===== src/l1d_pkg.sv =====
// Cache geometry, request and size codes and the cache line union
package l1d_pkg;

	// ----------------------------------------
	// Core and line geometry
	// ----------------------------------------
	localparam int ADDR_W = 32;
	localparam int DATA_W = 32;
	localparam int LINE_W = 128;

	localparam int LINE_BYTES = LINE_W / 8;
	localparam int LINE_WORDS = LINE_W / DATA_W;

	localparam int WAY_NUM = 4;
	localparam int SET_NUM = 64;

	// Address split as tag, index, offset
	localparam int OFFSET_W = $clog2(LINE_BYTES);
	localparam int IDX_W    = $clog2(SET_NUM);
	localparam int TAG_W    = ADDR_W - IDX_W - OFFSET_W;

	// ----------------------------------------
	// Request codes
	// ----------------------------------------
	localparam int COP_W = 2;

	localparam logic [COP_W-1:0] COP_RD   = 2'd0;
	localparam logic [COP_W-1:0] COP_WR   = 2'd1;
	localparam logic [COP_W-1:0] COP_RDNC = 2'd2;
	localparam logic [COP_W-1:0] COP_WRNC = 2'd3;

	// ----------------------------------------
	// Access size codes
	// ----------------------------------------
	localparam int SIZE_W = 3;

	// Value is the byte count
	localparam logic [SIZE_W-1:0] SIZE_B  = 3'd1;
	localparam logic [SIZE_W-1:0] SIZE_H  = 3'd2;
	localparam logic [SIZE_W-1:0] SIZE_W4 = 3'd4;

	// ----------------------------------------
	// Cache line
	// ----------------------------------------

	// Word view for the core response
	// Byte view for byte-enabled array writes
	typedef union packed {
		logic [LINE_WORDS-1:0][DATA_W-1:0] words;
		logic [LINE_BYTES-1:0][7:0]        bytes;
	} l1d_line_u;

endpackage


===== src/l1d_plru.sv =====
// Tree pseudo-LRU state per set with hit detection and victim choice
`timescale 1ns/1ps

module l1d_plru (
	input  logic                        clk,
	input  logic                        rst_n,
	input  logic                        lookup,
	input  logic [l1d_pkg::IDX_W-1:0]   idx,
	input  logic [l1d_pkg::WAY_NUM-1:0] hit_vect,
	input  logic [l1d_pkg::WAY_NUM-1:0] val_vect,
	output logic                        hit,
	output logic [l1d_pkg::WAY_NUM-1:0] victim
);

	// Bit 0 picks the pair, bit 1 the way in 0/1, bit 2 the way in 2/3
	logic [l1d_pkg::WAY_NUM-2:0] tree_r [l1d_pkg::SET_NUM];

	logic                        lookup_r;
	logic [l1d_pkg::IDX_W-1:0]   idx_r;
	logic [l1d_pkg::WAY_NUM-1:0] hit_way;
	logic [l1d_pkg::WAY_NUM-1:0] tree_way;
	logic [l1d_pkg::WAY_NUM-1:0] used_way;
	logic [l1d_pkg::WAY_NUM-2:0] tree_cur;
	logic [l1d_pkg::WAY_NUM-2:0] tree_nxt;

	assign hit_way  = hit_vect & val_vect;
	assign hit      = lookup_r & (|hit_way);
	assign tree_cur = tree_r[idx_r];

	// ----------------------------------------
	// Victim choice
	// ----------------------------------------
	always_comb begin
		case ({tree_cur[0], tree_cur[0] ? tree_cur[2] : tree_cur[1]})
			2'b00:   tree_way = 4'b0001;
			2'b01:   tree_way = 4'b0010;
			2'b10:   tree_way = 4'b0100;
			default: tree_way = 4'b1000;
		endcase
	end

	// Lowest invalid way wins over the tree
	always_comb begin
		victim = tree_way;
		for (int w = l1d_pkg::WAY_NUM - 1; w >= 0; w--) begin
			if (!val_vect[w]) begin
				victim    = '0;
				victim[w] = 1'b1;
			end
		end
	end

	// ----------------------------------------
	// Tree update
	// ----------------------------------------

	// A cached read miss always fills the victim, so mark it used now
	assign used_way = hit ? hit_way : victim;

	always_comb begin
		tree_nxt = tree_cur;
		if (used_way[0] | used_way[1]) begin
			tree_nxt[0] = 1'b1;
			tree_nxt[1] = used_way[0];
		end else begin
			tree_nxt[0] = 1'b0;
			tree_nxt[2] = used_way[2];
		end
	end

	always_ff @(posedge clk or negedge rst_n) begin
		if (!rst_n) begin
			lookup_r <= 1'b0;
			for (int s = 0; s < l1d_pkg::SET_NUM; s++)
				tree_r[s] <= '0;
		end else begin
			lookup_r <= lookup;
			if (lookup_r)
				tree_r[idx_r] <= tree_nxt;
		end
	end

	always_ff @(posedge clk) begin
		if (lookup)
			idx_r <= idx;
	end

endmodule


===== config.mk =====
export PLATFORM = sky130hd
export DESIGN_NAME = l1d_plru
export DESIGN_NICKNAME = d
export VERILOG_FILES = /design/src/l1d_pkg.sv /design/src/l1d_plru.sv
export SDC_FILE = /design/constraint.sdc
export NUM_CORES = 1
export LEC_CHECK = 0
export CELL_PAD_IN_SITES_DETAIL_PLACEMENT = 1
export CELL_PAD_IN_SITES_GLOBAL_PLACEMENT = 1
export CORE_MARGIN = 5
export CORE_UTILIZATION = 35
export DETAILED_ROUTE_END_ITERATION = 10
export DONT_BUFFER_PORTS = 1
export HOLD_SLACK_MARGIN = 0.12
export PLACE_DENSITY = 0.63
export SYNTH_ARGS = -nofsm -noshare
export SYNTH_HDL_FRONTEND = slang
export SYNTH_SLANG_ARGS = --single-unit

===== constraint.sdc =====
create_clock -name clk -period 7.7 [get_ports clk]
set_clock_uncertainty 0.2 [all_clocks]
set_input_delay 1.925 -clock clk [delete_from_list [all_inputs] [get_ports clk]]
set_output_delay 1.925 -clock clk [all_outputs]
set_load 0.05 [all_outputs]

==> reports/results.txt <==
combinational group share of total power = 19.4%
RePlAce Congestion = 0.812
Critical Path Start Type = register
Core Box Area = 27000 µm²
EDFF count, synth = 6
largest family of logic cells by synthesized area = simple AND/OR/NAND/NOR gates
Worst setup EP type = output port
Remaining Overflow, GRT = 0
Initial Utilization = 35.5%
dpl cells = 1312
ant diodes = 0
CTS resizes = 0
Final Max Slew Viols = 0
clock share of power = 30.7%
DIE HEIGHT = 175 µm
mux cell area share after synthesis = 9.43%
highest clock rate = 155 MHz
compound-cell area share of the yosys netlist = 16.0%
RSZ-0062 raised after global routing = false
IO Port Bufs = 0
Vias = 7392
I/O pin cnt = 22
clk buf depth = 2
Fill cells = 3043
antenna-violating nets left = 0
cts bufs inserted = 17
sequential power share = 49.9%
DRC = 0
register area share after synthesis = 52.4%
drt pass-1 iters = 5
worst min-delay path class = register to register
endpoints failing setup = 0
first-pass GRT wire length = 46000 µm
post-CTS setup buffers = 0
Detailed Route WL = 29100 µm
die area = 30700 µm²
Crit Path Max Fanout = 51
layout cell share with drive strength beyond 1 = 9.67%
worst vdd ir = 0.000165 V
Root Driver = clkbuf_16
Sw Share = 31.8%
TritonCTS sink count = 199
Post-Synth Simple-Gate Area = 18.5%
CTS tree = done
vias in the first global route = 7574
Power Density = 279 nW/µm²
vias per cell = 5.50
synthesized flop and latch total = 199
Post-Syn Area = 9570 µm²
syn nets = 1023
P&R area growth vs syn = 9.26%
Adder-Cell Fraction of Synth Area = 0%
switching power = 0.928 mW
Ys Warns = 0
Cell Count, Final, Fillers Out = 1344
largest net degree at the start of global routing = 194
Final nets = 1007
syn_area_per_cell = 9.51 µm²
WP data required = 5.58 ns
Post-synth ARST share = 97.0%
Total Routing Usage GR = 19.3%
H-tree depth = 4
Rows = 60
Mapped Cells = 1006
Internal = 1.99 mW
slew margin rel. = 12.3%
CTS clock-pin slew for the worst setup and hold paths = 0.07 ns
kind of critical path = register to output port
max cap viols = 0
Hold Buf Count CTS = 0
period utilization = 84.0%
clk_lat worst skew = 0.45 ns
status = completed
pin slew with the least headroom to its limit = 1.31 ns
fin crit period = 6.47 ns
Detail Placement HPWL = 19300 µm
LEAKAGE = 4.27 nW
Synth Area in XOR/XNOR = 0%
DR WL/cell = 21.7 µm
Final Hold Vio Count = 0
Synth cell types = 56
Die W = 175 µm
initial antenna violation count = 1
post-route setup TNS = 0 ns
WP data arrival = 4.34 ns
initial DRC count = 594
top_reg_cell synth = dfrtp_1
==> layout make-up <==
class,count,area (µm²),area share (%)
flip-flops and latches,199,5010,47.9
clock buffers,22,494,4.73
inverters,7,26.3,0.251
clock inverters,10,85.1,0.814
well taps,341,427,4.08
repair buffers,22,178,1.70
multi-input cells,743,4230,40.5
==> cell usage after synthesis (2+ instances only) <==
cell type	instances	area, µm²
buf_4	8	60.1
mux4_2	21	473
and2_1	2	12.5
a31oi_1	7	43.8
mux2_2	5	56.3
nand3b_1	4	30.0
dfrtp_1	193	4830
o22ai_1	6	37.5
edfxtp_1	6	180
a22oi_1	11	82.6
mux2i_1	35	350
a32oi_1	2	17.5
clkbuf_1	20	75.1
nand2_1	217	815
nor3_1	6	30.0
a22o_1	4	35.0
nand4_1	2	12.5
buf_1	4	15.0
buf_2	18	90.1
nor2_1	137	514
buf_6	7	78.8
o21ai_0	75	375
a21oi_1	68	340
o21ai_1	62	310
nor3b_1	4	30.0
o211ai_1	3	22.5
nor2b_1	4	25.0
inv_1	7	26.3
a32o_1	2	20.0
nand2b_1	8	50.1
and3_1	4	25.0
or3_1	4	25.0
or3b_2	3	26.3
a221oi_1	9	78.8
a31o_2	3	26.3
nand3_1	14	70.1
and3b_1	2	17.5
==> state kept, by name, summed over array words and instances, names as in the netlist <==
signal and count:
idx_r 6, tree_r 192, lookup_r 1
==> worst max-delay path, stage by stage (launching register included) <==
cell       delay [ns]
edfxtp_1         0.52
buf_4            0.62
nor2b_1          0.73
a221oi_1         0.20
o21ai_0          0.14
o2111ai_1        0.19
nand4b_4         0.28
or3_1            0.37
a21oi_1          0.84
==> cells by family after synthesis <==
group           Yosys count
mux                      62
simple gates            417
buf+inv                  64
flops                   199
compound gates          264
==> stage by stage <==
| step | util, % | power [mW] | hold slack, ns | instance area, µm² | setup slack, ns |
|---|---|---|---|---|---|
| global placement | 36.6 | 2.02 | 0.257 | 9870 | 1.83 |
| detailed placement | 36.6 | 2.04 | 0.274 | 9870 | 1.67 |
| floorplan | - | 1.85 | 0.242 | 9570 | 2.22 |
| global route | 38.8 | 3.09 | 0.309 | 10500 | 0.991 |
| CTS | 38.8 | 2.95 | 0.289 | 10500 | 1.18 |
| finish | 38.8 | 2.92 | 0.284 | 10500 | 1.23 |
==> routing by layer <==
layer | vias to the layer above | track usage (%) | wire [µm]
met5 | - | 0 | 13
met4 | 2 | 4.09 | 328
met3 | 25 | 3.51 | 1110
met2 | 138 | 29.5 | 13300
met1 | 3736 | 28.9 | 14400
li1 | 3491 | - | -
==> power groups by stage <==
| stage | Clock (mW) | Combinational (mW) | Sequential, mW |
|---|---|---|---|
| 2_1_floorplan | 0 | 0.454 | 1.40 |
| 3_3_place_gp | 0 | 0.546 | 1.48 |
| 3_5_place_dp | 0 | 0.570 | 1.47 |
| 4_1_cts | 0.917 | 0.572 | 1.46 |
| 5_1_grt | 0.966 | 0.638 | 1.48 |
| 6_report | 0.896 | 0.566 | 1.46 |
==> path summary, 6_finish.rpt <==
path                                          from                 endpoint  slack (ns)  cells after the start
max                             idx_r[1]$_DFFE_PP_                victim[2]        1.23                      8
min                        tree_r[165]$_DFFE_PN0P_  tree_r[165]$_DFFE_PN0P_        0.28                      2
max reg2reg                     idx_r[1]$_DFFE_PP_  tree_r[158]$_DFFE_PN0P_        2.60                     10
min reg2reg                tree_r[165]$_DFFE_PN0P_  tree_r[165]$_DFFE_PN0P_        0.28                      2
max in group asynchronous                    rst_n   tree_r[57]$_DFFE_PN0P_        5.80                      0
min in group asynchronous                    rst_n   tree_r[22]$_DFFE_PN0P_        0.96                      0
==> cell usage in the layout, fill, tap and decap left out, drive strengths merged, types with 5 or more instances in the layout <==
cell,instances
buf,22
nand3,14
edfxtp,6
a221oi,9
clkbuf,22
o22ai,6
o21ai,137
nor3b,5
mux2,5
mux4,21
nand2,217
nor2,137
a31oi,7
inv,11
nor3,7
a22oi,11
nand2b,8
clkinv,5
mux2i,36
dfrtp,193
a21oi,68
No activity file was read; power rests on OpenSTA's default activity.
