$ cat config.mk
export PLATFORM = sky130hd
export DESIGN_NAME = l1d_ctrl_flat
export DESIGN_NICKNAME = d
export VERILOG_FILES = /design/src/l1d_pkg.sv /design/src/l1d_arrays_if.sv /design/src/l1d_ctrl.sv /design/src/flat_wrapper.sv
export SDC_FILE = /design/constraint.sdc
export NUM_CORES = 1
export LEC_CHECK = 0
export BUFFER_PORTS_ARGS = -buffer_cell sky130_fd_sc_hd__buf_4
export CORE_AREA = 2 2 416 418
export DETAILED_ROUTE_END_ITERATION = 10
export DIE_AREA = 0 0 418 420
export SETUP_SLACK_MARGIN = 0.02
export SKIP_LAST_GASP = 1
export SYNTH_ARGS = -nofsm -noshare
export SYNTH_HDL_FRONTEND = slang
export SYNTH_SLANG_ARGS = --single-unit
export TNS_END_PERCENT = 30
$ cat constraint.sdc
create_clock -name clk -period 7.4 [get_ports clk]
set_clock_uncertainty 0.1 [all_clocks]
set_input_delay 0.37 -clock clk [delete_from_list [all_inputs] [get_ports clk]]
set_output_delay 0.37 -clock clk [all_outputs]
set_load 0.01 [all_outputs]
$ cat src/l1d_pkg.sv
// Cache geometry, request and size codes and the cache line union
package l1d_pkg;

	// ----------------------------------------
	// Core and line geometry
	// ----------------------------------------
	localparam int ADDR_W = 32;
	localparam int DATA_W = 32;
	localparam int LINE_W = 128;

	localparam int LINE_BYTES = LINE_W / 8;
	localparam int LINE_WORDS = LINE_W / DATA_W;

	localparam int WAY_NUM = 4;
	localparam int SET_NUM = 64;

	// Address split as tag, index, offset
	localparam int OFFSET_W = $clog2(LINE_BYTES);
	localparam int IDX_W    = $clog2(SET_NUM);
	localparam int TAG_W    = ADDR_W - IDX_W - OFFSET_W;

	// ----------------------------------------
	// Request codes
	// ----------------------------------------
	localparam int COP_W = 2;

	localparam logic [COP_W-1:0] COP_RD   = 2'd0;
	localparam logic [COP_W-1:0] COP_WR   = 2'd1;
	localparam logic [COP_W-1:0] COP_RDNC = 2'd2;
	localparam logic [COP_W-1:0] COP_WRNC = 2'd3;

	// ----------------------------------------
	// Access size codes
	// ----------------------------------------
	localparam int SIZE_W = 3;

	// Value is the byte count
	localparam logic [SIZE_W-1:0] SIZE_B  = 3'd1;
	localparam logic [SIZE_W-1:0] SIZE_H  = 3'd2;
	localparam logic [SIZE_W-1:0] SIZE_W4 = 3'd4;

	// ----------------------------------------
	// Cache line
	// ----------------------------------------

	// Word view for the core response
	// Byte view for byte-enabled array writes
	typedef union packed {
		logic [LINE_WORDS-1:0][DATA_W-1:0] words;
		logic [LINE_BYTES-1:0][7:0]        bytes;
	} l1d_line_u;

endpackage

$ cat src/l1d_arrays_if.sv
// Tag-array and data-array access interfaces
`timescale 1ns/1ps

interface l1d_tag_if;
	logic                        rd_en;
	logic [l1d_pkg::IDX_W-1:0]   rd_idx;
	logic [l1d_pkg::WAY_NUM-1:0] wr_way;
	logic [l1d_pkg::IDX_W-1:0]   wr_idx;
	logic [l1d_pkg::TAG_W-1:0]   wr_tag;
	logic [l1d_pkg::TAG_W-1:0]   cmp_tag;
	logic [l1d_pkg::WAY_NUM-1:0] hit_vect;
	logic [l1d_pkg::WAY_NUM-1:0] val_vect;
	logic                        ready;

	modport ctrl (
		output rd_en, rd_idx, wr_way, wr_idx, wr_tag, cmp_tag,
		input  hit_vect, val_vect, ready
	);

	modport mem (
		input  rd_en, rd_idx, wr_way, wr_idx, wr_tag, cmp_tag,
		output hit_vect, val_vect, ready
	);
endinterface

interface l1d_data_if;
	logic                                              rd_en;
	logic [l1d_pkg::IDX_W-1:0]                         rd_idx;
	logic [l1d_pkg::WAY_NUM-1:0]                       wr_way;
	logic [l1d_pkg::IDX_W-1:0]                         wr_idx;
	logic [l1d_pkg::LINE_BYTES-1:0]                    wr_be;
	l1d_pkg::l1d_line_u                                wr_line;
	l1d_pkg::l1d_line_u [l1d_pkg::WAY_NUM-1:0]         rd_lines;

	modport ctrl (
		output rd_en, rd_idx, wr_way, wr_idx, wr_be, wr_line,
		input  rd_lines
	);

	modport mem (
		input  rd_en, rd_idx, wr_way, wr_idx, wr_be, wr_line,
		output rd_lines
	);
endinterface

$ cat src/l1d_ctrl.sv
// Request pipeline, stall, MAU request forming and core response
`timescale 1ns/1ps

module l1d_ctrl (
	input  logic                           clk,
	input  logic                           rst_n,
	input  logic                           core_req_val,
	input  logic [l1d_pkg::ADDR_W-1:0]     core_req_addr,
	input  logic [l1d_pkg::COP_W-1:0]      core_req_cop,
	input  logic [l1d_pkg::DATA_W-1:0]     core_req_wdata,
	input  logic [l1d_pkg::SIZE_W-1:0]     core_req_size,
	output logic                           core_req_ack,
	output logic [l1d_pkg::DATA_W-1:0]     core_ack_data,
	output logic                           mau_req_val,
	output logic                           mau_req_nc,
	output logic                           mau_req_we,
	output logic [l1d_pkg::ADDR_W-1:0]     mau_req_addr,
	output logic [l1d_pkg::DATA_W-1:0]     mau_req_wdata,
	output logic [l1d_pkg::DATA_W/8-1:0]   mau_req_be,
	input  logic                           mau_req_ack,
	input  l1d_pkg::l1d_line_u             mau_ack_data,
	l1d_tag_if.ctrl                        tag,
	l1d_data_if.ctrl                       data,
	output logic                           plru_lookup,
	output logic [l1d_pkg::IDX_W-1:0]      plru_idx,
	input  logic                           plru_hit,
	input  logic [l1d_pkg::WAY_NUM-1:0]    plru_victim
);

	logic [l1d_pkg::IDX_W-1:0]          s0_idx;
	logic [l1d_pkg::OFFSET_W-1:0]       s0_off;
	logic                               s0_rd;
	logic                               s0_we;
	logic                               s0_nc;
	logic [l1d_pkg::DATA_W/8-1:0]       s0_be;
	logic                               accept;
	logic                               stall;

	logic                               s1_val_r;
	logic                               s1_first_r;
	logic                               s1_resp_r;
	logic                               s1_we_r;
	logic                               s1_nc_r;
	logic [l1d_pkg::ADDR_W-1:0]         s1_addr_r;
	logic [l1d_pkg::DATA_W-1:0]         s1_wdata_r;
	logic [l1d_pkg::DATA_W/8-1:0]       s1_be_r;
	logic [l1d_pkg::TAG_W-1:0]          s1_tag;
	logic [l1d_pkg::IDX_W-1:0]          s1_idx;
	logic [l1d_pkg::OFFSET_W-1:0]       s1_off;
	logic [l1d_pkg::LINE_BYTES-1:0]     s1_line_be;
	logic [l1d_pkg::WAY_NUM-1:0]        s1_hit_way;
	logic [l1d_pkg::WAY_NUM-1:0]        victim_r;

	logic                               rd_hit;
	logic                               fill;
	logic                               wr_upd;
	l1d_pkg::l1d_line_u                 mau_data_r;
	l1d_pkg::l1d_line_u                 hit_line;
	l1d_pkg::l1d_line_u                 resp_line;
	logic [$clog2(l1d_pkg::LINE_WORDS)-1:0] word_sel;

	// ----------------------------------------
	// Stage 0
	// ----------------------------------------
	assign {s0_idx, s0_off} = core_req_addr[l1d_pkg::IDX_W+l1d_pkg::OFFSET_W-1:0];

	assign s0_rd = (core_req_cop == l1d_pkg::COP_RD);
	assign s0_we = (core_req_cop == l1d_pkg::COP_WR) | (core_req_cop == l1d_pkg::COP_WRNC);
	assign s0_nc = (core_req_cop == l1d_pkg::COP_RDNC) | (core_req_cop == l1d_pkg::COP_WRNC);

	// Size mask moved to the addressed bytes of the word
	always_comb begin
		case (core_req_size)
			l1d_pkg::SIZE_B: s0_be = 4'b0001 << s0_off[1:0];
			l1d_pkg::SIZE_H: s0_be = 4'b0011 << s0_off[1:0];
			default:         s0_be = 4'b1111;
		endcase
	end

	assign accept = core_req_val & ~stall;

	assign tag.rd_en   = accept & ~s0_nc;
	assign tag.rd_idx  = s0_idx;
	assign data.rd_en  = accept & s0_rd;
	assign data.rd_idx = s0_idx;
	assign plru_lookup = accept & s0_rd;
	assign plru_idx    = s0_idx;

	// ----------------------------------------
	// Stage 1
	// ----------------------------------------
	always_ff @(posedge clk or negedge rst_n) begin
		if (!rst_n) begin
			s1_val_r   <= 1'b0;
			s1_first_r <= 1'b0;
			s1_resp_r  <= 1'b0;
		end else begin
			if (!stall)
				s1_val_r <= accept;
			s1_first_r <= accept;
			// Read data arrived, answer next cycle
			s1_resp_r  <= s1_val_r & ~s1_we_r & ~s1_resp_r & mau_req_ack;
		end
	end

	always_ff @(posedge clk) begin
		if (accept) begin
			s1_addr_r  <= core_req_addr;
			s1_we_r    <= s0_we;
			s1_nc_r    <= s0_nc;
			s1_wdata_r <= core_req_wdata;
			s1_be_r    <= s0_be;
		end
		// Tree moves after the first cycle, hold its choice
		if (s1_first_r)
			victim_r <= plru_victim;
		if (mau_req_ack)
			mau_data_r <= mau_ack_data;
	end

	assign {s1_tag, s1_idx, s1_off} = s1_addr_r;
	assign tag.cmp_tag = s1_tag;
	assign s1_hit_way  = tag.hit_vect & tag.val_vect;

	assign rd_hit = s1_val_r & ~s1_we_r & ~s1_nc_r & ~s1_resp_r & plru_hit;
	assign stall  = s1_val_r & (s1_we_r ? ~mau_req_ack : ~(rd_hit | s1_resp_r));
	assign fill   = s1_val_r & ~s1_we_r & ~s1_nc_r & ~s1_resp_r & mau_req_ack;
	assign wr_upd = s1_val_r & s1_we_r & ~s1_nc_r & (|s1_hit_way) & mau_req_ack;

	assign s1_line_be = {{(l1d_pkg::LINE_BYTES - 4){1'b0}}, s1_be_r}
		<< {s1_off[l1d_pkg::OFFSET_W-1:2], 2'b00};

	// ----------------------------------------
	// Array writes
	// ----------------------------------------
	assign tag.wr_way = fill ? victim_r : '0;
	assign tag.wr_idx = s1_idx;
	assign tag.wr_tag = s1_tag;

	always_comb begin
		data.wr_idx = s1_idx;
		if (fill) begin
			data.wr_way  = victim_r;
			data.wr_be   = '1;
			data.wr_line = mau_ack_data;
		end else begin
			data.wr_way        = wr_upd ? s1_hit_way : '0;
			data.wr_be         = s1_line_be;
			data.wr_line.words = {l1d_pkg::LINE_WORDS{s1_wdata_r}};
		end
	end

	// ----------------------------------------
	// MAU request
	// ----------------------------------------
	assign mau_req_val   = s1_val_r & ~s1_resp_r & ~rd_hit;
	assign mau_req_nc    = s1_nc_r;
	assign mau_req_we    = s1_we_r;
	assign mau_req_addr  = (s1_we_r | s1_nc_r) ? s1_addr_r :
		{s1_tag, s1_idx, {l1d_pkg::OFFSET_W{1'b0}}};
	assign mau_req_wdata = s1_wdata_r;
	assign mau_req_be    = s1_be_r;

	// ----------------------------------------
	// Core response
	// ----------------------------------------
	always_comb begin
		hit_line = '0;
		for (int w = 0; w < l1d_pkg::WAY_NUM; w++) begin
			if (s1_hit_way[w])
				hit_line = data.rd_lines[w];
		end
	end

	assign resp_line = s1_resp_r ? mau_data_r : hit_line;
	// Uncached reads come back in word 0
	assign word_sel  = (s1_resp_r & s1_nc_r) ? '0 : s1_off[l1d_pkg::OFFSET_W-1:2];

	assign core_ack_data = resp_line.words[word_sel];
	assign core_req_ack  = rd_hit | s1_resp_r | (s1_val_r & s1_we_r & mau_req_ack);

	// ----------------------------------------
	// Assertions
	// ----------------------------------------
	req_when_ready_a: assert property (@(posedge clk) disable iff (!rst_n)
		core_req_val |-> tag.ready)
		else $error("Core request before tag sweep finished");

	word_align_a: assert property (@(posedge clk) disable iff (!rst_n)
		core_req_val && (core_req_size == l1d_pkg::SIZE_W4) |-> core_req_addr[1:0] == 2'b00)
		else $error("Word request not aligned to 4 bytes");

	half_align_a: assert property (@(posedge clk) disable iff (!rst_n)
		core_req_val && (core_req_size == l1d_pkg::SIZE_H) |-> !core_req_addr[0])
		else $error("Halfword request not aligned to 2 bytes");

	mau_addr_stable_a: assert property (@(posedge clk) disable iff (!rst_n)
		mau_req_val && !mau_req_ack |=> $stable(mau_req_addr))
		else $error("MAU address changed while waiting for ack");

endmodule

$ cat src/flat_wrapper.sv
// flat-port wrapper written by rule: the top's interface ports become plain ports
module l1d_ctrl_flat 
  (clk, rst_n, core_req_val, core_req_addr, core_req_cop, core_req_wdata, core_req_size, core_req_ack, core_ack_data, mau_req_val, mau_req_nc, mau_req_we, mau_req_addr, mau_req_wdata, mau_req_be, mau_req_ack, mau_ack_data, plru_lookup, plru_idx, plru_hit, plru_victim, tag_rd_en, tag_rd_idx, tag_wr_way, tag_wr_idx, tag_wr_tag, tag_cmp_tag, tag_hit_vect, tag_val_vect, tag_ready, data_rd_en, data_rd_idx, data_wr_way, data_wr_idx, data_wr_be, data_wr_line, data_rd_lines);
  l1d_tag_if tag_i ();
  l1d_data_if data_i ();
  input  logic clk;
  input  logic rst_n;
  input  logic core_req_val;
  input  logic [l1d_pkg::ADDR_W-1:0] core_req_addr;
  input  logic [l1d_pkg::COP_W-1:0] core_req_cop;
  input  logic [l1d_pkg::DATA_W-1:0] core_req_wdata;
  input  logic [l1d_pkg::SIZE_W-1:0] core_req_size;
  output logic core_req_ack;
  output logic [l1d_pkg::DATA_W-1:0] core_ack_data;
  output logic mau_req_val;
  output logic mau_req_nc;
  output logic mau_req_we;
  output logic [l1d_pkg::ADDR_W-1:0] mau_req_addr;
  output logic [l1d_pkg::DATA_W-1:0] mau_req_wdata;
  output logic [l1d_pkg::DATA_W/8-1:0] mau_req_be;
  input  logic mau_req_ack;
  input  l1d_pkg::l1d_line_u mau_ack_data;
  output logic plru_lookup;
  output logic [l1d_pkg::IDX_W-1:0] plru_idx;
  input  logic plru_hit;
  input  logic [l1d_pkg::WAY_NUM-1:0] plru_victim;
  output wire logic [$bits(tag_i.rd_en)-1:0] tag_rd_en;
  output wire logic [$bits(tag_i.rd_idx)-1:0] tag_rd_idx;
  output wire logic [$bits(tag_i.wr_way)-1:0] tag_wr_way;
  output wire logic [$bits(tag_i.wr_idx)-1:0] tag_wr_idx;
  output wire logic [$bits(tag_i.wr_tag)-1:0] tag_wr_tag;
  output wire logic [$bits(tag_i.cmp_tag)-1:0] tag_cmp_tag;
  input wire logic [$bits(tag_i.hit_vect)-1:0] tag_hit_vect;
  input wire logic [$bits(tag_i.val_vect)-1:0] tag_val_vect;
  input wire logic [$bits(tag_i.ready)-1:0] tag_ready;
  output wire logic [$bits(data_i.rd_en)-1:0] data_rd_en;
  output wire logic [$bits(data_i.rd_idx)-1:0] data_rd_idx;
  output wire logic [$bits(data_i.wr_way)-1:0] data_wr_way;
  output wire logic [$bits(data_i.wr_idx)-1:0] data_wr_idx;
  output wire logic [$bits(data_i.wr_be)-1:0] data_wr_be;
  output wire logic [$bits(data_i.wr_line)-1:0] data_wr_line;
  input wire logic [$bits(data_i.rd_lines)-1:0] data_rd_lines;
  assign tag_rd_en = tag_i.rd_en;
  assign tag_rd_idx = tag_i.rd_idx;
  assign tag_wr_way = tag_i.wr_way;
  assign tag_wr_idx = tag_i.wr_idx;
  assign tag_wr_tag = tag_i.wr_tag;
  assign tag_cmp_tag = tag_i.cmp_tag;
  assign tag_i.hit_vect = tag_hit_vect;
  assign tag_i.val_vect = tag_val_vect;
  assign tag_i.ready = tag_ready;
  assign data_rd_en = data_i.rd_en;
  assign data_rd_idx = data_i.rd_idx;
  assign data_wr_way = data_i.wr_way;
  assign data_wr_idx = data_i.wr_idx;
  assign data_wr_be = data_i.wr_be;
  assign data_wr_line = data_i.wr_line;
  assign data_i.rd_lines = data_rd_lines;
  l1d_ctrl u_core (.clk(clk), .rst_n(rst_n), .core_req_val(core_req_val), .core_req_addr(core_req_addr), .core_req_cop(core_req_cop), .core_req_wdata(core_req_wdata), .core_req_size(core_req_size), .core_req_ack(core_req_ack), .core_ack_data(core_ack_data), .mau_req_val(mau_req_val), .mau_req_nc(mau_req_nc), .mau_req_we(mau_req_we), .mau_req_addr(mau_req_addr), .mau_req_wdata(mau_req_wdata), .mau_req_be(mau_req_be), .mau_req_ack(mau_req_ack), .mau_ack_data(mau_ack_data), .tag(tag_i), .data(data_i), .plru_lookup(plru_lookup), .plru_idx(plru_idx), .plru_hit(plru_hit), .plru_victim(plru_victim));
endmodule
==> results of run 1 <==
critical path, cell delays in order (launching register included):
cell and delay [ps]:
dfrtp_2 750, nand3b_1 220, buf_4 600, buf_4 500, o221a_2 280, nand2_1 50, a31oi_1 600, buf_4 240
power breakdown:
group	switching [mW]	leakage (nW)	internal, mW
Clock	0.561	0.383	0.710
Sequential	0.0693	1.99	1.38
Combinational	1.02	9.66	0.767
Total	1.65	12.0	2.86
cells by family (layout without fill, tap and decap cells):
logic type / after synthesis / after routing / synth area share
other cells: 0 / 46 / 0
flops: 205 / 205 / 0.381
buf+inv: 354 / 1386 / 0.125
compound gates: 643 / 643 / 0.340
simple gates: 386 / 386 / 0.154
cells in the final DEF, fill, tap and decap left out, types with 37 or more instances in the layout:
cell type         n
edfxtp_1        202
dlygate4sd3_1   201
buf_4          1096
nand2_1          37
and3b_1         127
o221a_2          88
nor2b_1          73
a21o_1          142
a32oi_1         127
diode_2          46
o311ai_1         59
o311ai_0         59
nand3_1         128
layout make-up:
class                      instances  area (um2)
clock inverter                    12         123
sequential                       205        6140
timing repair buffer            1309       10400
antenna                           46         115
multi-input combinational       1029        8070
inverter                          33         126
clock buffer                      32         672
tap                             2233        2790
fill                           19200      143000
routing by layer:
layer  part of all wire  track usage  up-vias
li1                   -            -     8541
met5             0.0030            0        -
met2               0.45        0.291     1398
met1               0.41        0.245    10300
met3              0.091       0.0503      341
met4              0.040       0.0664       88
flip-flops by register name, summed over array words and instances (netlist names):
signal	flops
u_core.mau_data_r	128
u_core.victim_r	4
u_core.s1_val_r	1
u_core.s1_first_r	1
u_core.mau_req_be	4
u_core.mau_req_we	1
u_core.s1_addr_r	32
u_core.mau_req_nc	1
u_core.s1_resp_r	1
u_core.mau_req_wdata	32
worst max path at each step:
stage | endpoint | slack [ps] | from | cells past startpoint
2_1_floorplan | plru_lookup | 1830 | u_core.mau_req_nc | 6
3_3_place_gp | core_ack_data[6] | 3210 | tag_val_vect[2] | 7
3_5_place_dp | core_ack_data[6] | 3220 | tag_val_vect[2] | 7
4_1_cts | plru_lookup | 3130 | u_core.mau_req_nc | 7
5_1_grt | core_ack_data[9] | 2950 | u_core.s1_resp_r | 7
6_report | core_ack_data[8] | 3000 | u_core.s1_resp_r | 7
metrics by stage:
stage	utilization	instances
4_1_cts	0.166	4853
6_report	0.167	4899
3_3_place_gp	0.149	4608
2_1_floorplan	-	1588
3_5_place_dp	0.149	4608
5_1_grt	0.166	4888
Yosys cell counts, types with 12 or more instances:
master	n
edfxtp_1	202
nand2_1	37
o311ai_0	78
a31oi_1	32
a21o_1	142
o221a_2	88
a221oi_1	32
o2111ai_1	31
nand3_1	128
buf_1	12
buf_2	82
nor2b_1	73
clkbuf_1	80
and3b_1	127
o21ai_0	33
buf_4	134
a32oi_1	127
inv_1	32
o311ai_1	49
==> out/qor.csv, run 1 <==
stage;metric;value;unit
global_route;grt_pass1_vias;19200;
detailed_routing;routed_via_density;4.22;
sta;worst_slew_pin_slew;1340;ps
critical_path;worstPathRequired;6930;ps
critical_path;cp_max_fo;50;
placed_design;hpwl;144000;um
floorplan;core;171000;um2
placed_design;routabilityCongestion;0.942;
floorplan;fp.dieW;418;um
sta;fin_ws;3000;ps
logic_synthesis;synth-seq-cells;205;
sta;finalSetupViolations;0;
sta;slew_headroom;0.0893;
clocking;h-tree-depth;1;
critical_path;critPathKind;flop to primary output;
logic_synthesis;synth_top_area_frac;0.376;
run;maxCapViolCount;0;
clocking;cts_inserted_buffers;24;
detailed_routing;drc;0;
clocking;insertion_delay;570;ps
detailed_routing;drt_pass1_iterations;5;
clocking;holdBufCountCts;201;
global_route;grt_max_degree;137;
floorplan;dieArea;176000;um2
placed_design;dp_slack;3220;ps
critical_path;worstReg2RegEnd;u_core.s1_addr_r[28];
floorplan;initial_utilization;0.0943;
floorplan;die_h;420;um
sta;grt_setup_unrepaired;false;
outcome;outcome;finished clean;
critical_path;critPathCaptureType;primary output;
logic_synthesis;synth_area_leaders;edfxtp_1 (38%), a32oi_1 (6.9%), and3b_1 (6.9%);
clocking;clk_pin_slew;60;ps
logic_synthesis;yosys_warnings;0;
detailed_routing;drt.antenna.violating_nets;0;
critical_path;reg2reg_from;u_core.mau_req_nc;
worst_hold_path;min_to;u_core.mau_data_r[97];
sta;period_minus_slack;4400;ps
logic_synthesis;synth-seq-area-share;0.381;
global_route;grt_pass1_wl;213000;um
worst_hold_path;hp-start;mau_ack_data[97];
logic_synthesis;netlist_instances;1588;
clocking;cts_tree;yes;
pwr;irDropWorstVdd;0.000166;V
logic_synthesis;syn_nets;2315;
logic_synthesis;ys_types;47;
layout;stdcell_area;28500;um2
clocking;cts_setup_buffers;0;
detailed_routing;drt-initial-drc-count;2546;
detailed_routing;routed_wirelength;174000;um
sta;whs;10.1;ps
logic_synthesis;synth.avg_cell_area;10.2;um2
clocking;cts_root_buffer;clkbuf_16;
critical_path;rrSetupSlack;4380;ps
worst_hold_path;holdCritPathClass;input port to flop;
sta;slew_viol_final;0;
worst_hold_path;hold_depth;1;
layout;nets;3329;
sta;max_freq;0.227;GHz
critical_path;rr_worst_depth;5;
logic_synthesis;synth_edf_count;202;
clocking;cts_buffer_depth;3;
clocking;cts_sinks;205;
sta;hold_viol_final;0;
global_route;grtUsageTotal;0.186;
floorplan;io_pins;1060;
layout;area_growth;76.5;%
pwr;total_power;4.50;mW
placed_design;io_buffers;1058;
global_route;grt_overflow_total;0;
sta;final.setup.tns;0;ps
sta;period_share;0.595;
pwr;power_density;158;nW/um2
placed_design;place_area;25500;um2
detailed_routing;vias;20700;
logic_synthesis;synth_top_cell_by_area;edfxtp_1;
critical_path;critical_path_arrival;3930;ps
logic_synthesis;ys.flop_type;edfxtp_1;
detailed_routing;avgRoutedWirePerCell;35.5;um
logic_synthesis;synth_area;16100;um2
floorplan;rows;152;
pwr;p_leak;12.0;nW
logic_synthesis;async_reset_ff_frac;0.0146;
global_route;grt_antenna_before_repair;179;
layout;drive_gt1_frac;0.479;
clocking;cts.repair.resized;0;
critical_path;startpoint_type;flop;
Note: power is estimated with default switching activity, not from simulation.
==> run 2: changes to the inputs <==
- CORE_AREA: 2 2 416 418 -> 2 2 417 419
- DIE_AREA: 0 0 418 420 -> 0 0 419 421
- clock period: 7.4 -> 3.5 ns (I/O delays scaled with it)
==> out/qor.csv, run 2 (synthesized netlist as in run 1, its figures left out) <==
stage;metric;value;unit;change
critical_path;critical_path_arrival;3220;ps;-710 ps
layout;stdcell_area;29700;um2;+4.3%
critical_path;worstReg2RegEnd;u_core.s1_addr_r[20];;
clocking;clk_pin_slew;60;ps;about the same
pwr;power_density;335;nW/um2;+110%
global_route;grt_antenna_before_repair;148;;-17%
floorplan;io_pins;1060;;unchanged
clocking;cts_setup_buffers;0;;unchanged
critical_path;path_cells;a21oi_4 > buf_12 > buf_12 > o311ai_0 > a221oi_1 > a31oi_1 > buf_4;;
layout;area_growth;84.2;%;
critical_path;rr_worst_depth;5;;unchanged
worst_hold_path;holdCritPathClass;input port to flop;;
clocking;h-tree-depth;1;;unchanged
critical_path;worstPathRequired;3220;ps;-3710 ps
pwr;comb_power_share;0.402;;+0.006
placed_design;hpwl;151000;um;+4.8%
outcome;failed_checks;max-capacitance violations, max-slew violations;;
sta;grt_setup_unrepaired;false;;
global_route;grtUsageTotal;0.191;;+0.00501
layout;final_cell_mix;buf_4 (1187), dlygate4sd3_1 (207), edfxtp_1 (202), a21o_1 (142), nand3_1 (128);;
clocking;cts_tree;yes;;
detailed_routing;vias;20900;;+1.1%
global_route;grt_overflow_total;0;;unchanged
critical_path;cp_slowest_stage_delay;620;ps;-130 ps
placed_design;place_area;26700;um2;+4.4%
pwr;p_leak;12.7;nW;+5.4%
pwr;internal_power;6.39;mW;+120%
critical_path;path_buf_inv;3;;unchanged
detailed_routing;routed_via_density;4.10;;-2.9%
layout;final_util;0.172;;+0.00571
detailed_routing;drt-initial-drc-count;2472;;-2.9%
sta;period_minus_slack;3500;ps;
critical_path;rrSetupSlack;1030;ps;-3350 ps
run;maxCapViolCount;1;;+1
global_route;grt_pass1_wl;220000;um;+3.4%
layout;fill_cells;19300;;+0.65%
critical_path;critPathCaptureType;primary output;;
global_route;grt_pass1_vias;19600;;+2.2%
pwr;clockPowerShare;0.292;;+0.010
worst_hold_path;hp-start;plru_hit;;
floorplan;fp.dieW;419;um;+0.24%
sta;slew_viol_final;1;;+1
sta;finalSetupViolations;0;;unchanged
pwr;seq_power_share;0.307;;-0.015
critical_path;path_common_cell;buf_12;;
floorplan;die_h;421;um;+0.24%
pwr;irDropWorstVdd;0.000381;V;+130%
layout;largest_reg_flops;128;;unchanged
pwr;switching_share;0.359;;-0.00668
placed_design;routabilityCongestion;0.940;;-0.24%
floorplan;dieArea;176000;um2;+0.48%
clocking;cts_inserted_buffers;25;;+4.2%
critical_path;path_delay_family;compound AO/OA/AOI/OAI gates;;
layout;drive_gt1_frac;0.497;;+0.0185
sta;max_freq;0.286;GHz;
clocking;cts_sinks;205;;unchanged
critical_path;critPathKind;flop to primary output;;
critical_path;cp_max_fo;43;;-14%
clocking;insertion_delay;570;ps;about the same
floorplan;initial_utilization;0.0935;;-0.000824
global_route;grt_max_degree;111;;-19%
worst_hold_path;min_to;u_core.s1_val_r;;
sta;final.setup.tns;0;ps;unchanged
detailed_routing;drt.antenna.violating_nets;0;;unchanged
layout;mostFrequentLayoutCell;buf_4;;
clocking;cts_buffer_depth;3;;unchanged
sta;period_share;0.999;;
clocking;cts_root_buffer;clkbuf_16;;
detailed_routing;drc;0;;unchanged
detailed_routing;routed_wirelength;178000;um;+2.5%
critical_path;startpoint_type;flop;;
sta;worst_slew_pin_slew;1490;ps;+143 ps
outcome;outcome;finished with violations;;
floorplan;core;172000;um2;+0.88%
layout;nets;3446;;+3.5%
layout;largest_register;u_core.mau_data_r;;
detailed_routing;avgRoutedWirePerCell;34.9;um;-1.6%
critical_path;reg2reg_from;u_core.mau_req_nc;;
sta;slew_headroom;-0.00450;;-0.0938
floorplan;rows;153;;+0.66%
detailed_routing;drt_pass1_iterations;8;;+3
pwr;p_sw;3.58;mW;+120%
placed_design;io_buffers;1058;;unchanged
worst_hold_path;hold_depth;4;;+3
critical_path;cp_slowest_cell;dfrtp_4;;
sta;hold_viol_final;0;;unchanged
run 2: repair_timing:
item | CTS | global route
endpoints found under the setup margin | 5 | 23
hold endpoints to repair | 225 | 0
resized for setup | 1 | 3
hold buffers | 207 | 0
run 2: power by group through the flow:
stage / sequential [mW] / combinational [mW] / clock, mW
final: 3.05 / 4.00 / 2.91
after global routing: 3.06 / 4.15 / 3.09
after CTS: 3.05 / 4.01 / 3.05
after detailed placement: 3.10 / 3.78 / 0
after global placement: 3.10 / 3.78 / 0
after floorplan: 3.03 / 1.34 / 0
run 2: area by class of cell:
type | instances | area (um2) | area share
antenna | 41 | 103 | 0.00345
clock buffer | 29 | 641 | 0.0216
clock inverter | 15 | 214 | 0.00720
inverter | 33 | 126 | 0.00425
multi-input combinational | 1029 | 8020 | 0.270
sequential | 205 | 6140 | 0.207
tap | 2325 | 2910 | 0.0979
timing repair buffer | 1425 | 11500 | 0.389
run 2: stage by stage:
step | hold slack [ps] | total power, mW | cells | worst slack [ps]
detailed placement | -127 | 6.88 | 4810 | 211
global placement | -130 | 6.88 | 4810 | 188
global route | 119 | 10.3 | 5093 | 20.7
CTS | 77.1 | 10.1 | 5061 | -48.3
floorplan | -221 | 4.37 | 1588 | 349
finish | 141 | 9.96 | 5102 | 4.85
run 2: how the worst max path moves through the flow:
stage | start | slack [ps] | cells after the start | to
floorplan | u_core.mau_req_nc | 350 | 6 | plru_lookup
global placement | tag_hit_vect[1] | 190 | 7 | core_ack_data[19]
detailed placement | tag_hit_vect[1] | 210 | 7 | core_ack_data[19]
CTS | u_core.s1_resp_r | -50 | 7 | core_ack_data[19]
global route | u_core.s1_resp_r | 20 | 7 | core_ack_data[5]
finish | u_core.s1_resp_r | 5 | 7 | core_ack_data[9]
run 2: tightest hold or removal path, stage by stage:
cell and delay [ps]:
buf_4 90, nor2b_1 160, o31ai_1 140, a21o_1 200
run 2: routing by layer:
layer  vias up  GRT usage  wire length [um]
met5         -          0               599
met4        98     0.0624              5350
met3       281     0.0530             15500
met2      1271      0.304             82100
met1     10500      0.248             74600
li1       8761          -                 -
==> run 3: changes to the inputs <==
- clock period: 3.5 -> 3 ns (I/O delays scaled with it)
==> out/qor.csv, run 3 (synthesized netlist as in run 1, its figures left out) <==
stage;metric;value;unit;change
outcome;outcome;finished clean;;
placed_design;routabilityCongestion;0.961;;+2.3%
global_route;grtUsageTotal;0.195;;+0.00334
sta;hold_viol_final;0;;unchanged
critical_path;cp_slowest_cell;dfrtp_2;;
floorplan;rows;153;;unchanged
floorplan;fp.dieW;419;um;unchanged
sta;slew_headroom;0.454;;+0.459
detailed_routing;drc;0;;unchanged
run;maxCapViolCount;0;;-1
placed_design;hpwl;152000;um;+0.39%
layout;drive_gt1_frac;0.523;;+0.0261
floorplan;die_h;421;um;unchanged
sta;grt_setup_unrepaired;true;;
sta;max_freq;0.334;GHz;
worst_hold_path;holdCritPathClass;input port to flop;;
layout;area_growth;92.4;%;
critical_path;critPathCaptureType;primary output;;
detailed_routing;drt-initial-drc-count;2316;;-6.3%
critical_path;cp_slowest_stage_delay;520;ps;-100 ps
critical_path;worstPathRequired;2750;ps;-470 ps
layout;largest_reg_flops;128;;unchanged
layout;fill_cells;19300;;+0.17%
floorplan;core;172000;um2;unchanged
layout;nets;3513;;+1.9%
layout;final_cell_mix;buf_4 (1215), dlygate4sd3_1 (207), edfxtp_1 (202), a21o_1 (142), nand3_1 (128);;
global_route;grt_antenna_before_repair;145;;-2.0%
critical_path;critical_path_arrival;2740;ps;-480 ps
layout;stdcell_area;31000;um2;+4.5%
critical_path;critPathKind;flop to primary output;;
placed_design;io_buffers;1058;;unchanged
floorplan;initial_utilization;0.0935;;unchanged
sta;finalSetupViolations;0;;unchanged
critical_path;cp_max_fo;7;;-84%
critical_path;startpoint_type;flop;;
clocking;cts_buffer_depth;3;;unchanged
pwr;power_density;380;nW/um2;+13%
placed_design;dp_cells;4851;;+0.85%
layout;final_cells;5168;;+1.3%
sta;worst_slew_pin_slew;806;ps;-682 ps
pwr;total_power;11.8;mW;+18%
detailed_routing;routed_wirelength;182000;um;+2.0%
pwr;p_leak;13.3;nW;+4.7%
global_route;grt_pass1_wl;224000;um;+1.8%
detailed_routing;routed_via_density;4.11;;+0.28%
clocking;insertion_delay;580;ps;about the same
detailed_routing;drt.antenna.violating_nets;0;;unchanged
clocking;cts_inserted_buffers;24;;-4.0%
placed_design;place_area;27100;um2;+1.8%
global_route;grt_pass1_vias;20500;;+4.3%
global_route;grt_overflow_total;0;;unchanged
sta;period_share;0.998;;
clocking;h-tree-depth;1;;unchanged
clocking;cts_root_buffer;clkbuf_16;;
clocking;cts_tree;yes;;
detailed_routing;vias;21200;;+1.6%
layout;largest_register;u_core.mau_data_r;;
critical_path;path_delay_family;buffers and inverters;;
sta;period_minus_slack;2990;ps;
detailed_routing;drt_pass1_iterations;5;;-3
floorplan;dieArea;176000;um2;unchanged
clocking;clk_pin_slew;60;ps;about the same
floorplan;io_pins;1060;;unchanged
critical_path;path_buf_inv;5;;+2
sta;whs;59.0;ps;-82.1 ps
detailed_routing;avgRoutedWirePerCell;35.2;um;+0.69%
layout;mostFrequentLayoutCell;buf_4;;
critical_path;rrSetupSlack;630;ps;-400 ps
clocking;cts_sinks;205;;unchanged
global_route;grt_max_degree;104;;-6.3%
sta;slew_viol_final;0;;-1
critical_path;path_cells;a21oi_4 > buf_12 > buf_16 > buf_16 > o311ai_2 > buf_4 > a221oi_4 > a31oi_1 > buf_4;;
pwr;irDropWorstVdd;0.000358;V;-5.9%
layout;final_util;0.180;;+0.00770
run 3: cell count changes in the layout (fill, tap and decap cells not counted), sizes merged:
cell / previous run / this run
diode: 41 / 39
bufinv: 5 / 2
clkinv: 5 / 8
inv: 35 / 36
clkbuf: 31 / 34
buf: 1216 / 1280
run 3: power by group:
| group | internal (mW) | switching, mW | total, mW |
|---|---|---|---|
| combinational | 2.36 | 2.77 | 5.13 |
| clock | 1.70 | 1.39 | 3.09 |
| sequential | 3.40 | 0.168 | 3.57 |
| total | 7.46 | 4.33 | 11.8 |
run 3: area by class of cell:
type	count	area, um2	share of cell area
Inverter	33	131	0.00423
Timing Repair Buffer	1493	12600	0.405
Clock inverter	16	144	0.00464
Tap cell	2325	2910	0.0937
Multi-Input combinational cell	1029	8400	0.271
Antenna cell	39	97.6	0.00314
Sequential cell	205	6140	0.198
Clock buffer	28	637	0.0205
run 3: metrics by stage:
step | setup TNS [ps] | worst slack (ps)
after floorplan | -72.7 | -72.7
after global placement | -453 | -366
after detailed placement | -417 | -347
after CTS | -199 | -30.7
after global routing | -359 | -35.6
final | 0 | 5.88
run 3: worst paths after layout:
check / startpoint / to / depth (start not counted)
setup / recovery: u_core.s1_resp_r / core_ack_data[22] / 9
setup reg to reg: u_core.s1_resp_r / u_core.mau_req_wdata[8] / 5
hold reg to reg: u_core.s1_first_r / u_core.victim_r[0] / 0
hold / removal: plru_hit / u_core.s1_val_r / 4
min in group asynchronous: rst_n / u_core.s1_first_r / 3
max in group asynchronous: rst_n / u_core.s1_resp_r / 3
run 3: metal layers:
| metal | wire length [um] | GRT usage | vias to the layer above |
|---|---|---|---|
| li1 | - | - | 8899 |
| met1 | 75000 | 0.250 | 10700 |
| met2 | 84900 | 0.313 | 1232 |
| met3 | 14400 | 0.0465 | 282 |
| met4 | 6830 | 0.0737 | 86 |
| met5 | 552 | 0 | - |
run 3: what timing repair did:
| action | 4_1_cts | 5_1_grt |
|---|---|---|
| gates cloned | 6 | 4 |
| pin swaps | 1 | 7 |
| endpoints found under the hold margin | 233 | 0 |
| hold buffers | 207 | 0 |
| resized for setup | 52 | 55 |
| setup buffers | 8 | 9 |
| setup endpoints to repair | 36 | 46 |
run 3: tightest hold or removal path, stage by stage:
cell and delay (ps):
buf_4 100, nor2b_1 130, o31ai_1 120, a21o_1 190
